### src/hw/mega99_kbd_pkg.sv
package mega99_kbd_pkg;

   localparam int NUM_KEYS     = 48;
   localparam int FILTER_LEN   = 24;
   localparam int FILTER_CNT_W = $clog2(FILTER_LEN);

   localparam logic [7:0] SC_BREAK    = 8'hF0;
   localparam logic [7:0] SC_EXTENDED = 8'hE0;
   localparam logic [7:0] SC_CAPS     = 8'h58;   // Toggles alpha lock.
   localparam logic [7:0] SC_SCROLL   = 8'h7E;   // Toggles turbo.

   localparam logic [5:0] NO_KEY = 6'd63;

   typedef enum logic [1:0] {
      IDLE,
      DATA,
      PARITY,
      STOP
   } rx_state_e;

   // Set 2 make codes, position in the list is the key index.
   localparam logic [7:0] KEY_CODES [NUM_KEYS] = '{
      8'h16, 8'h1E, 8'h26, 8'h25, 8'h2E, 8'h36, 8'h3D, 8'h3E,   // 1 to 8.
      8'h46, 8'h45, 8'h15, 8'h1D, 8'h24, 8'h2D, 8'h2C, 8'h35,   // 9, 0, Q to Y.
      8'h3C, 8'h43, 8'h44, 8'h4D, 8'h1C, 8'h1B, 8'h23, 8'h2B,   // U to P, A to F.
      8'h34, 8'h33, 8'h3B, 8'h42, 8'h4B, 8'h1A, 8'h22, 8'h21,   // G to L, Z to C.
      8'h2A, 8'h32, 8'h31, 8'h3A, 8'h55, 8'h4A, 8'h4C, 8'h5A,   // V to M, = / ; enter.
      8'h41, 8'h49, 8'h29, 8'h12, 8'h59, 8'h14, 8'h11, 8'h4E    // , . space shift ctrl fctn -.
   };

   function automatic logic [5:0] key_index_of(input logic [7:0] code);
      logic [5:0] idx;
      idx = NO_KEY;
      for (int i = 0; i < NUM_KEYS; i++) begin
         if (KEY_CODES[i] == code) begin
            idx = 6'(i);
         end
      end
      return idx;
   endfunction

endpackage

### src/hw/mega99_regs_pkg.sv
package mega99_regs_pkg;

   localparam int APB_AW = 8;
   localparam int APB_DW = 32;

   typedef enum logic [APB_AW-1:0] {
      REG_CTRL    = 8'h00,
      REG_STATUS  = 8'h04,
      REG_KEYS_LO = 8'h08,
      REG_KEYS_HI = 8'h0C,
      REG_AUDIO   = 8'h10
   } reg_addr_e;

   // CTRL fields.
   localparam int CTRL_EN_BIT  = 0;
   localparam int CTRL_CLR_BIT = 1;   // Write-only strobe.

   // STATUS fields.
   localparam int STAT_ALPHA_BIT = 0;
   localparam int STAT_TURBO_BIT = 1;
   localparam int STAT_ERR_BIT   = 2;   // Sticky, write 1 to clear.
   localparam int STAT_CODE_LSB  = 8;
   localparam int STAT_CODE_MSB  = 15;

   localparam int AUDIO_W = 16;

endpackage

### src/hw/ps2_receiver.sv
`timescale 1ns/1ps

module ps2_receiver (
   input  logic       clk_i,
   input  logic       arst_n_i,
   input  logic       ps2_clk_i,
   input  logic       ps2_data_i,
   output logic [7:0] rx_byte_o,
   output logic       rx_valid_o,
   output logic       rx_error_o
);

   import mega99_kbd_pkg::*;

   logic [1:0]              clk_sync_q;
   logic [1:0]              dat_sync_q;
   logic                    clk_filt_q;
   logic [FILTER_CNT_W-1:0] filt_cnt_q;
   logic                    filt_done;
   logic                    fall;

   rx_state_e  state_q;
   logic [2:0] bit_cnt_q;
   logic [7:0] shift_q;
   logic       start_ok_q;
   logic       par_ok_q;
   logic       dat;

   assign dat       = dat_sync_q[1];
   assign filt_done = (filt_cnt_q == FILTER_CNT_W'(FILTER_LEN - 1));
   // Filtered clock is about to drop from high to low.
   assign fall      = clk_filt_q && !clk_sync_q[1] && filt_done;

   always_ff @(posedge clk_i or negedge arst_n_i) begin
      if (!arst_n_i) begin
         clk_sync_q <= '0;
         dat_sync_q <= '0;
         clk_filt_q <= 1'b0;
         filt_cnt_q <= '0;
      end else begin
         clk_sync_q <= {clk_sync_q[0], ps2_clk_i};
         dat_sync_q <= {dat_sync_q[0], ps2_data_i};
         if (clk_sync_q[1] == clk_filt_q) begin
            filt_cnt_q <= '0;                      // Glitch, start over.
         end else if (filt_done) begin
            clk_filt_q <= clk_sync_q[1];
            filt_cnt_q <= '0;
         end else begin
            filt_cnt_q <= filt_cnt_q + 1'b1;
         end
      end
   end

   always_ff @(posedge clk_i or negedge arst_n_i) begin
      if (!arst_n_i) begin
         state_q    <= IDLE;
         bit_cnt_q  <= '0;
         shift_q    <= '0;
         start_ok_q <= 1'b0;
         par_ok_q   <= 1'b0;
         rx_byte_o  <= '0;
         rx_valid_o <= 1'b0;
         rx_error_o <= 1'b0;
      end else begin
         rx_valid_o <= 1'b0;
         rx_error_o <= 1'b0;
         if (fall) begin
            case (state_q)
               IDLE: begin
                  start_ok_q <= !dat;
                  bit_cnt_q  <= '0;
                  state_q    <= DATA;
               end
               DATA: begin
                  shift_q   <= {dat, shift_q[7:1]};    // LSB first.
                  bit_cnt_q <= bit_cnt_q + 1'b1;
                  if (bit_cnt_q == 3'd7) begin
                     state_q <= PARITY;
                  end
               end
               PARITY: begin
                  par_ok_q <= ^{shift_q, dat};        // Odd parity.
                  state_q  <= STOP;
               end
               STOP: begin
                  state_q <= IDLE;
                  if (start_ok_q && par_ok_q && dat) begin
                     rx_byte_o  <= shift_q;
                     rx_valid_o <= 1'b1;
                  end else begin
                     rx_error_o <= 1'b1;
                  end
               end
            endcase
         end
      end
   end

endmodule

### src/hw/keyboard_matrix.sv
`timescale 1ns/1ps

module keyboard_matrix (
   input  logic                                clk_i,
   input  logic                                arst_n_i,
   input  logic [7:0]                          rx_byte_i,
   input  logic                                rx_valid_i,
   input  logic                                kbd_enable_i,
   input  logic                                keys_clear_i,
   output logic [mega99_kbd_pkg::NUM_KEYS-1:0] key_state_o,
   output logic                                alpha_state_o,
   output logic                                turbo_state_o,
   output logic [7:0]                          last_code_o
);

   import mega99_kbd_pkg::*;

   logic       brk_q;
   logic       ext_q;
   logic [5:0] key_idx;
   logic       byte_en;
   logic       is_prefix;

   assign key_idx   = key_index_of(rx_byte_i);
   assign byte_en   = rx_valid_i && kbd_enable_i;   // Dropped while disabled.
   assign is_prefix = (rx_byte_i == SC_BREAK) || (rx_byte_i == SC_EXTENDED);

   always_ff @(posedge clk_i or negedge arst_n_i) begin
      if (!arst_n_i) begin
         brk_q         <= 1'b0;
         ext_q         <= 1'b0;
         key_state_o   <= '0;
         alpha_state_o <= 1'b0;
         turbo_state_o <= 1'b0;
         last_code_o   <= '0;
      end else begin
         if (byte_en) begin
            if (rx_byte_i == SC_BREAK) begin
               brk_q <= 1'b1;
            end else if (rx_byte_i == SC_EXTENDED) begin
               ext_q <= 1'b1;
            end

            if (!is_prefix) begin
               brk_q       <= 1'b0;
               ext_q       <= 1'b0;
               last_code_o <= rx_byte_i;

               if (key_idx != NO_KEY) begin
                  key_state_o[key_idx] <= !brk_q;
               end

               // E0 7E is Ctrl+Break, not scroll lock.
               if (!brk_q && !ext_q) begin
                  if (rx_byte_i == SC_CAPS) begin
                     alpha_state_o <= !alpha_state_o;
                  end
                  if (rx_byte_i == SC_SCROLL) begin
                     turbo_state_o <= !turbo_state_o;
                  end
               end
            end
         end

         if (keys_clear_i) begin
            key_state_o <= '0;                 // Toggles are kept.
         end
      end
   end

endmodule

### src/hw/sigma_delta_dac.sv
`timescale 1ns/1ps

module sigma_delta_dac (
   input  logic        clk_i,
   input  logic        arst_n_i,
   input  logic [15:0] sample_i,
   output logic        audio_o
);

   logic [15:0] acc_q;
   logic [16:0] sum;

   assign sum = {1'b0, acc_q} + {1'b0, sample_i};

   always_ff @(posedge clk_i or negedge arst_n_i) begin
      if (!arst_n_i) begin
         acc_q   <= '0;
         audio_o <= 1'b0;
      end else begin
         acc_q   <= sum[15:0];
         audio_o <= sum[16];   // Carry out is the bit stream.
      end
   end

endmodule

### src/hw/io_regs.sv
`timescale 1ns/1ps

module io_regs (
   input  logic                                clk_i,
   input  logic                                arst_n_i,
   input  logic [mega99_regs_pkg::APB_AW-1:0]  paddr_i,
   input  logic                                psel_i,
   input  logic                                penable_i,
   input  logic                                pwrite_i,
   input  logic [mega99_regs_pkg::APB_DW-1:0]  pwdata_i,
   output logic [mega99_regs_pkg::APB_DW-1:0]  prdata_o,
   output logic                                pready_o,
   output logic                                pslverr_o,
   input  logic [mega99_kbd_pkg::NUM_KEYS-1:0] key_state_i,
   input  logic                                alpha_state_i,
   input  logic                                turbo_state_i,
   input  logic [7:0]                          last_code_i,
   input  logic                                rx_error_i,
   output logic                                kbd_enable_o,
   output logic                                keys_clear_o,
   output logic [mega99_regs_pkg::AUDIO_W-1:0] audio_sample_o
);

   import mega99_kbd_pkg::*;
   import mega99_regs_pkg::*;

   logic [APB_DW-1:0] rdata;
   logic              mapped;
   logic              wr_en;
   logic              frame_err_q;
   reg_addr_e         addr;

   assign addr    = reg_addr_e'(paddr_i);
   assign wr_en   = psel_i && penable_i && pwrite_i && mapped;

   assign pready_o  = 1'b1;                           // No wait states.
   assign pslverr_o = psel_i && penable_i && !mapped;
   assign prdata_o  = rdata;

   always_comb begin
      rdata  = '0;
      mapped = 1'b1;
      case (addr)
         REG_CTRL: begin
            rdata[CTRL_EN_BIT] = kbd_enable_o;
         end
         REG_STATUS: begin
            rdata[STAT_ALPHA_BIT]               = alpha_state_i;
            rdata[STAT_TURBO_BIT]               = turbo_state_i;
            rdata[STAT_ERR_BIT]                 = frame_err_q;
            rdata[STAT_CODE_MSB:STAT_CODE_LSB]  = last_code_i;
         end
         REG_KEYS_LO: begin
            rdata = key_state_i[APB_DW-1:0];
         end
         REG_KEYS_HI: begin
            rdata = APB_DW'(key_state_i[NUM_KEYS-1:APB_DW]);
         end
         REG_AUDIO: begin
            rdata = APB_DW'(audio_sample_o);
         end
         default: begin
            mapped = 1'b0;                             // Reads back zero.
         end
      endcase
   end

   always_ff @(posedge clk_i or negedge arst_n_i) begin
      if (!arst_n_i) begin
         kbd_enable_o   <= 1'b0;
         keys_clear_o   <= 1'b0;
         frame_err_q    <= 1'b0;
         audio_sample_o <= '0;
      end else begin
         keys_clear_o <= 1'b0;

         if (wr_en && addr == REG_CTRL) begin
            kbd_enable_o <= pwdata_i[CTRL_EN_BIT];
            keys_clear_o <= pwdata_i[CTRL_CLR_BIT];
         end

         // A new error wins over a clear in the same cycle.
         if (rx_error_i) begin
            frame_err_q <= 1'b1;
         end else if (wr_en && addr == REG_STATUS && pwdata_i[STAT_ERR_BIT]) begin
            frame_err_q <= 1'b0;
         end

         if (wr_en && addr == REG_AUDIO) begin
            audio_sample_o <= pwdata_i[AUDIO_W-1:0];
         end
      end
   end

endmodule

### src/hw/mega99_io_top.sv
`timescale 1ns/1ps

module mega99_io_top (
   input  logic                               clk_i,
   input  logic                               arst_n_i,
   input  logic                               ps2_clk_i,
   input  logic                               ps2_data_i,
   input  logic [mega99_regs_pkg::APB_AW-1:0] paddr_i,
   input  logic                               psel_i,
   input  logic                               penable_i,
   input  logic                               pwrite_i,
   input  logic [mega99_regs_pkg::APB_DW-1:0] pwdata_i,
   output logic [mega99_regs_pkg::APB_DW-1:0] prdata_o,
   output logic                               pready_o,
   output logic                               pslverr_o,
   output logic                               audio_o
);

   import mega99_kbd_pkg::*;
   import mega99_regs_pkg::*;

   logic [7:0]          rx_byte;
   logic                rx_valid;
   logic                rx_error;
   logic [NUM_KEYS-1:0] key_state;
   logic                alpha_state;
   logic                turbo_state;
   logic [7:0]          last_code;
   logic                kbd_enable;
   logic                keys_clear;
   logic [AUDIO_W-1:0]  audio_sample;

   ps2_receiver ps2_receiver_i (
      .clk_i(clk_i), .arst_n_i(arst_n_i),
      .ps2_clk_i(ps2_clk_i), .ps2_data_i(ps2_data_i),
      .rx_byte_o(rx_byte), .rx_valid_o(rx_valid), .rx_error_o(rx_error)
   );

   keyboard_matrix keyboard_matrix_i (
      .clk_i(clk_i), .arst_n_i(arst_n_i),
      .rx_byte_i(rx_byte), .rx_valid_i(rx_valid),
      .kbd_enable_i(kbd_enable), .keys_clear_i(keys_clear),
      .key_state_o(key_state), .alpha_state_o(alpha_state),
      .turbo_state_o(turbo_state), .last_code_o(last_code)
   );

   sigma_delta_dac sigma_delta_dac_i (
      .clk_i(clk_i), .arst_n_i(arst_n_i),
      .sample_i(audio_sample), .audio_o(audio_o)
   );

   io_regs io_regs_i (
      .clk_i(clk_i), .arst_n_i(arst_n_i),
      .paddr_i(paddr_i), .psel_i(psel_i), .penable_i(penable_i),
      .pwrite_i(pwrite_i), .pwdata_i(pwdata_i), .prdata_o(prdata_o),
      .pready_o(pready_o), .pslverr_o(pslverr_o),
      .key_state_i(key_state), .alpha_state_i(alpha_state),
      .turbo_state_i(turbo_state), .last_code_i(last_code),
      .rx_error_i(rx_error),
      .kbd_enable_o(kbd_enable), .keys_clear_o(keys_clear),
      .audio_sample_o(audio_sample)
   );

endmodule

### config.mk
export PLATFORM = sky130hd
export DESIGN_NAME = mega99_io_top
export DESIGN_NICKNAME = d
export VERILOG_FILES = /design/src/hw/mega99_kbd_pkg.sv /design/src/hw/mega99_regs_pkg.sv /design/src/hw/ps2_receiver.sv /design/src/hw/keyboard_matrix.sv /design/src/hw/sigma_delta_dac.sv /design/src/hw/io_regs.sv /design/src/hw/mega99_io_top.sv
export SDC_FILE = /design/constraint.sdc
export NUM_CORES = 1
export LEC_CHECK = 0
export BUFFER_PORTS_ARGS = -buffer_cell sky130_fd_sc_hd__buf_2
export CAP_MARGIN = 5
export CORE_MARGIN = 10
export CORE_UTILIZATION = 48
export CTS_CLUSTER_SIZE = 40
export DETAILED_ROUTE_END_ITERATION = 8
export PLACE_DENSITY = 0.68
export SYNTH_ARGS = -nofsm -noshare
export SYNTH_HDL_FRONTEND = slang
export SYNTH_SLANG_ARGS = --single-unit
export TNS_END_PERCENT = 5
### constraint.sdc
create_clock -name clk_i -period 3.05 [get_ports clk_i]
set_clock_uncertainty 0.2 [all_clocks]
set_input_delay 0.61 -clock clk_i [delete_from_list [all_inputs] [get_ports clk_i]]
set_output_delay 0.61 -clock clk_i [all_outputs]
set_load 0.005 [all_outputs]
==> results.txt <==
Final Max Tran Viols: 0
post-synth top area share: 0.5001
Mapped Nets: 682
Hold WC Path Type: in2async
initial antenna violation count: 1
Seq. cell area: 3278 µm²
warnings from Yosys: 0
RSZ-0062 raised after global routing: true
VDD IR max: 0.4136 mV
CP max stage delay: 550 ps
FF-to-FF path depth: 7
crit end category: output port
async set-or-reset flop fraction in the synthesized netlist: 1.000
Post-CTS Setup Repair Bufs: 0
final wirelength: 16230 µm
die height: 136.9 µm
Fin Setup TNS: -726.6 ps
sequential share of power: 0.427
failing checks: negative setup slack
EDFF count, synth: 0
Syn Area/Cell: 10.75 µm²
compound-gate portion of the synthesized area: 0.1582
Filler cells: 1115
drt wl/cell: 18.78 µm
H-tree depth: 4
area grow syn2layout: 17.92%
first-pass GRT wire length: 26140 µm
Port Buffers: 64
clock-pin slew on the worst setup and hold paths: 50 ps
Initial Util: 0.4930
Final Critical Period: 3161 ps
CTS Root Buffer Type: clkbuf_16
total core area: 13300 µm²
CTS Sinks: 131
largest net degree at the start of global routing: 88
Cell Int Power: 3392 µW
antenna viol nets, final: 0
Post-DP HPWL: 11370 µm
worst-path maximum fanout: 11
Yosys reg bits: 131
GRT overflow: 0
Worst Path Arrival: 2350 ps
worst reg-to-reg setup slack: 440 ps
CP required: 2240 ps
Post-Synth Adder-Cell Area: 0.04886
Power Density: 572.2 nW/µm²
gate count of the mapped netlist: 610
Core Rows: 42
Avg Vias per Cell: 5.793
CTS tree: yes
most numerous cell in the Yosys netlist: dfrtp_1
Synth area leaders: dfrtp_1 50%, mux2_2 5.5%, ha_1 4.6%
Tcrit/Tclk final: 1.037
layout cells sized above 1: 0.2227
Sw Ratio: 0.2332
Synth Area in XOR/XNOR: 0.03340
post-layout net count: 748
CTS Hold Bufs: 0
DP Cell Count: 833
Leak Pwr: 0.003680 µW
CP max stage cell: or4_4
simple-gate area share of the yosys netlist: 0.1308
area leader, netlist: dfrtp_1
CTS buffer count: 17
outcome: finished, violations left
CP Class: in2out
clock latency on the worst-skew pair: 420 ps
hold_ws: 21.85 ps
die area: 18730 µm²
number of distinct library cells after synthesis: 59
RR Endpoint: sigma_delta_dac_i.audio_o$_DFF_PN0_
vias in the first global route: 5009
combinational family with the most area after synthesis: compound AO/OA/AOI/OAI gates
I/O pin cnt: 82
Final Worst Setup Slack: -111.4 ps
All-Layer GR Usage: 0.1787
Die W: 136.9 µm
Max-Cap Viols: 0
via count: 5005
fin cells: 864
sequential share of the synthesized area: 0.5001
CP dominant cell by count: buf_6
Hold Violations, Final: 0
drt pass-1 iters: 5
Max Freq: 0.3163 GHz
mux cell area share after synthesis: 0.09773
final setup vio count: 11
total power: 4423 µW
Post-synth top cells: 131 x dfrtp_1, 55 x a21oi_1, 43 x nor2_1
number of remaining DRC errors: 0
Comb pwr share: 0.112
buffer depth of the longest clock path: 2
Switch Pwr: 1031 µW
crit-path cells: buf_6 > or4_4 > or3_4 > nor3b_4 > buf_6 > a221o_1 > buf_2
clock share of power: 0.461
Worst Tran Pin Value: 938.9 ps
ys flop type: dfrtp_1
R2R Path Start: io_regs_i.audio_sample_o[4]$_DFFE_PN0P_
initial DRC count: 362
Slew Limit Headroom: 0.3741
Multi-input gate area: 3092 µm²
crit path launch type: input port
GP Congestion: 0.8782
mapped cell area: 6555 µm²
-- routing by layer --
metal / up-vias / wire [µm] / part of all wire / GRT usage
met1: 2482 / 7154 / 0.44 / 0.2283
met4: 0 / 201 / 0.012 / 0.05445
met5: - / 0 / 0 / 0
li1: 2363 / - / - / -
met3: 16 / 1064 / 0.066 / 0.05865
met2: 144 / 7805 / 0.48 / 0.2826
-- sequential cells by signal (all words and copies together) (netlist names), 2 cells and up --
| register | count |
|---|---|
| keyboard_matrix_i.key_state_o | 48 |
| io_regs_i.audio_sample_o | 16 |
| sigma_delta_dac_i.acc_q | 16 |
| keyboard_matrix_i.last_code_o | 8 |
| ps2_receiver_i.rx_byte_o | 8 |
| ps2_receiver_i.shift_q | 8 |
| ps2_receiver_i.filt_cnt_q | 5 |
| ps2_receiver_i.bit_cnt_q | 3 |
| ps2_receiver_i.clk_sync_q | 2 |
| ps2_receiver_i.dat_sync_q | 2 |
| ps2_receiver_i.state_q | 2 |
-- area by class of cell --
class,count,area share
flip-flops and latches,131,0.4241
clock buffers,26,0.06717
diodes,1,0.0003237
well taps,176,0.02849
clock inverters,4,0.009064
inverters,10,0.004856
multi-input cells,435,0.4000
repair buffers,81,0.06604
-- worst max-delay path by stage --
stage	start	end	slack (ps)	cells past startpoint
3_5_place_dp	paddr_i[0]	prdata_o[1]	-180	8
2_1_floorplan	paddr_i[0]	prdata_o[13]	170	6
4_1_cts	paddr_i[0]	prdata_o[1]	-90	8
3_3_place_gp	paddr_i[0]	prdata_o[1]	-160	8
6_report	paddr_i[0]	prdata_o[0]	-110	7
5_1_grt	paddr_i[0]	prdata_o[14]	-180	8
-- through the flow --
stage	setup slack, ps	util	instance area, µm²
6_report	-111.4	0.5814	7730
5_1_grt	-177.9	0.5812	7727
4_1_cts	-92.19	0.5812	7727
3_5_place_dp	-181.2	0.5351	7114
3_3_place_gp	-158.6	0.5351	7114
2_1_floorplan	166.9	-	6555
-- cell usage in the layout (no fill, tap or decap), drive strengths merged, types with 4 or more instances in the layout --
cell,Yosys,routed
and3,7,7
mux2,40,40
o21ai,35,35
a22oi,11,11
xor2,5,5
nor3b,4,4
mux2i,19,19
buf,11,81
nor3,13,13
nand2b,9,9
nor2,44,44
nand2,32,32
a21oi,55,55
inv,10,10
nor2b,5,5
o21a,4,4
xnor2,20,20
dfrtp,131,131
clkbuf,23,26
a311oi,26,26
ha,24,24
nand3,18,18
and2,21,21
a211oi,5,5
a21o,4,4
-- critical path: cells and delay by family --
kind                   cells  cell delay (ps)
and+or+nand+nor            3             1120
buffers and inverters      3              410
AOI/OAI and AO/OA          1              210
-- power groups by stage --
stage | Combinational [µW] | Clock, µW | Sequential (µW)
final | 497 | 2040 | 1890
after global routing | 565 | 2140 | 1900
after CTS | 500 | 2060 | 1890
after detailed placement | 495 | 0 | 1920
after global placement | 473 | 0 | 1910
after floorplan | 363 | 0 | 1900
-- kinds of logic after synthesis --
group,count (synthesis)
DFF,131
and+or+nand+nor,165
buffers and inverters,44
adders and majority gates,25
muxes,59
AOI/OAI and AO/OA,160
other,1
xor gates and xnor gates,25
-- what timing repair did --
action | CTS | global route
gates cloned | 0 | 0
resized for setup | 14 | 0
pin swaps | 1 | 1
setup endpoints to repair | 27 | 31
Power figures use the tool's default switching activity.
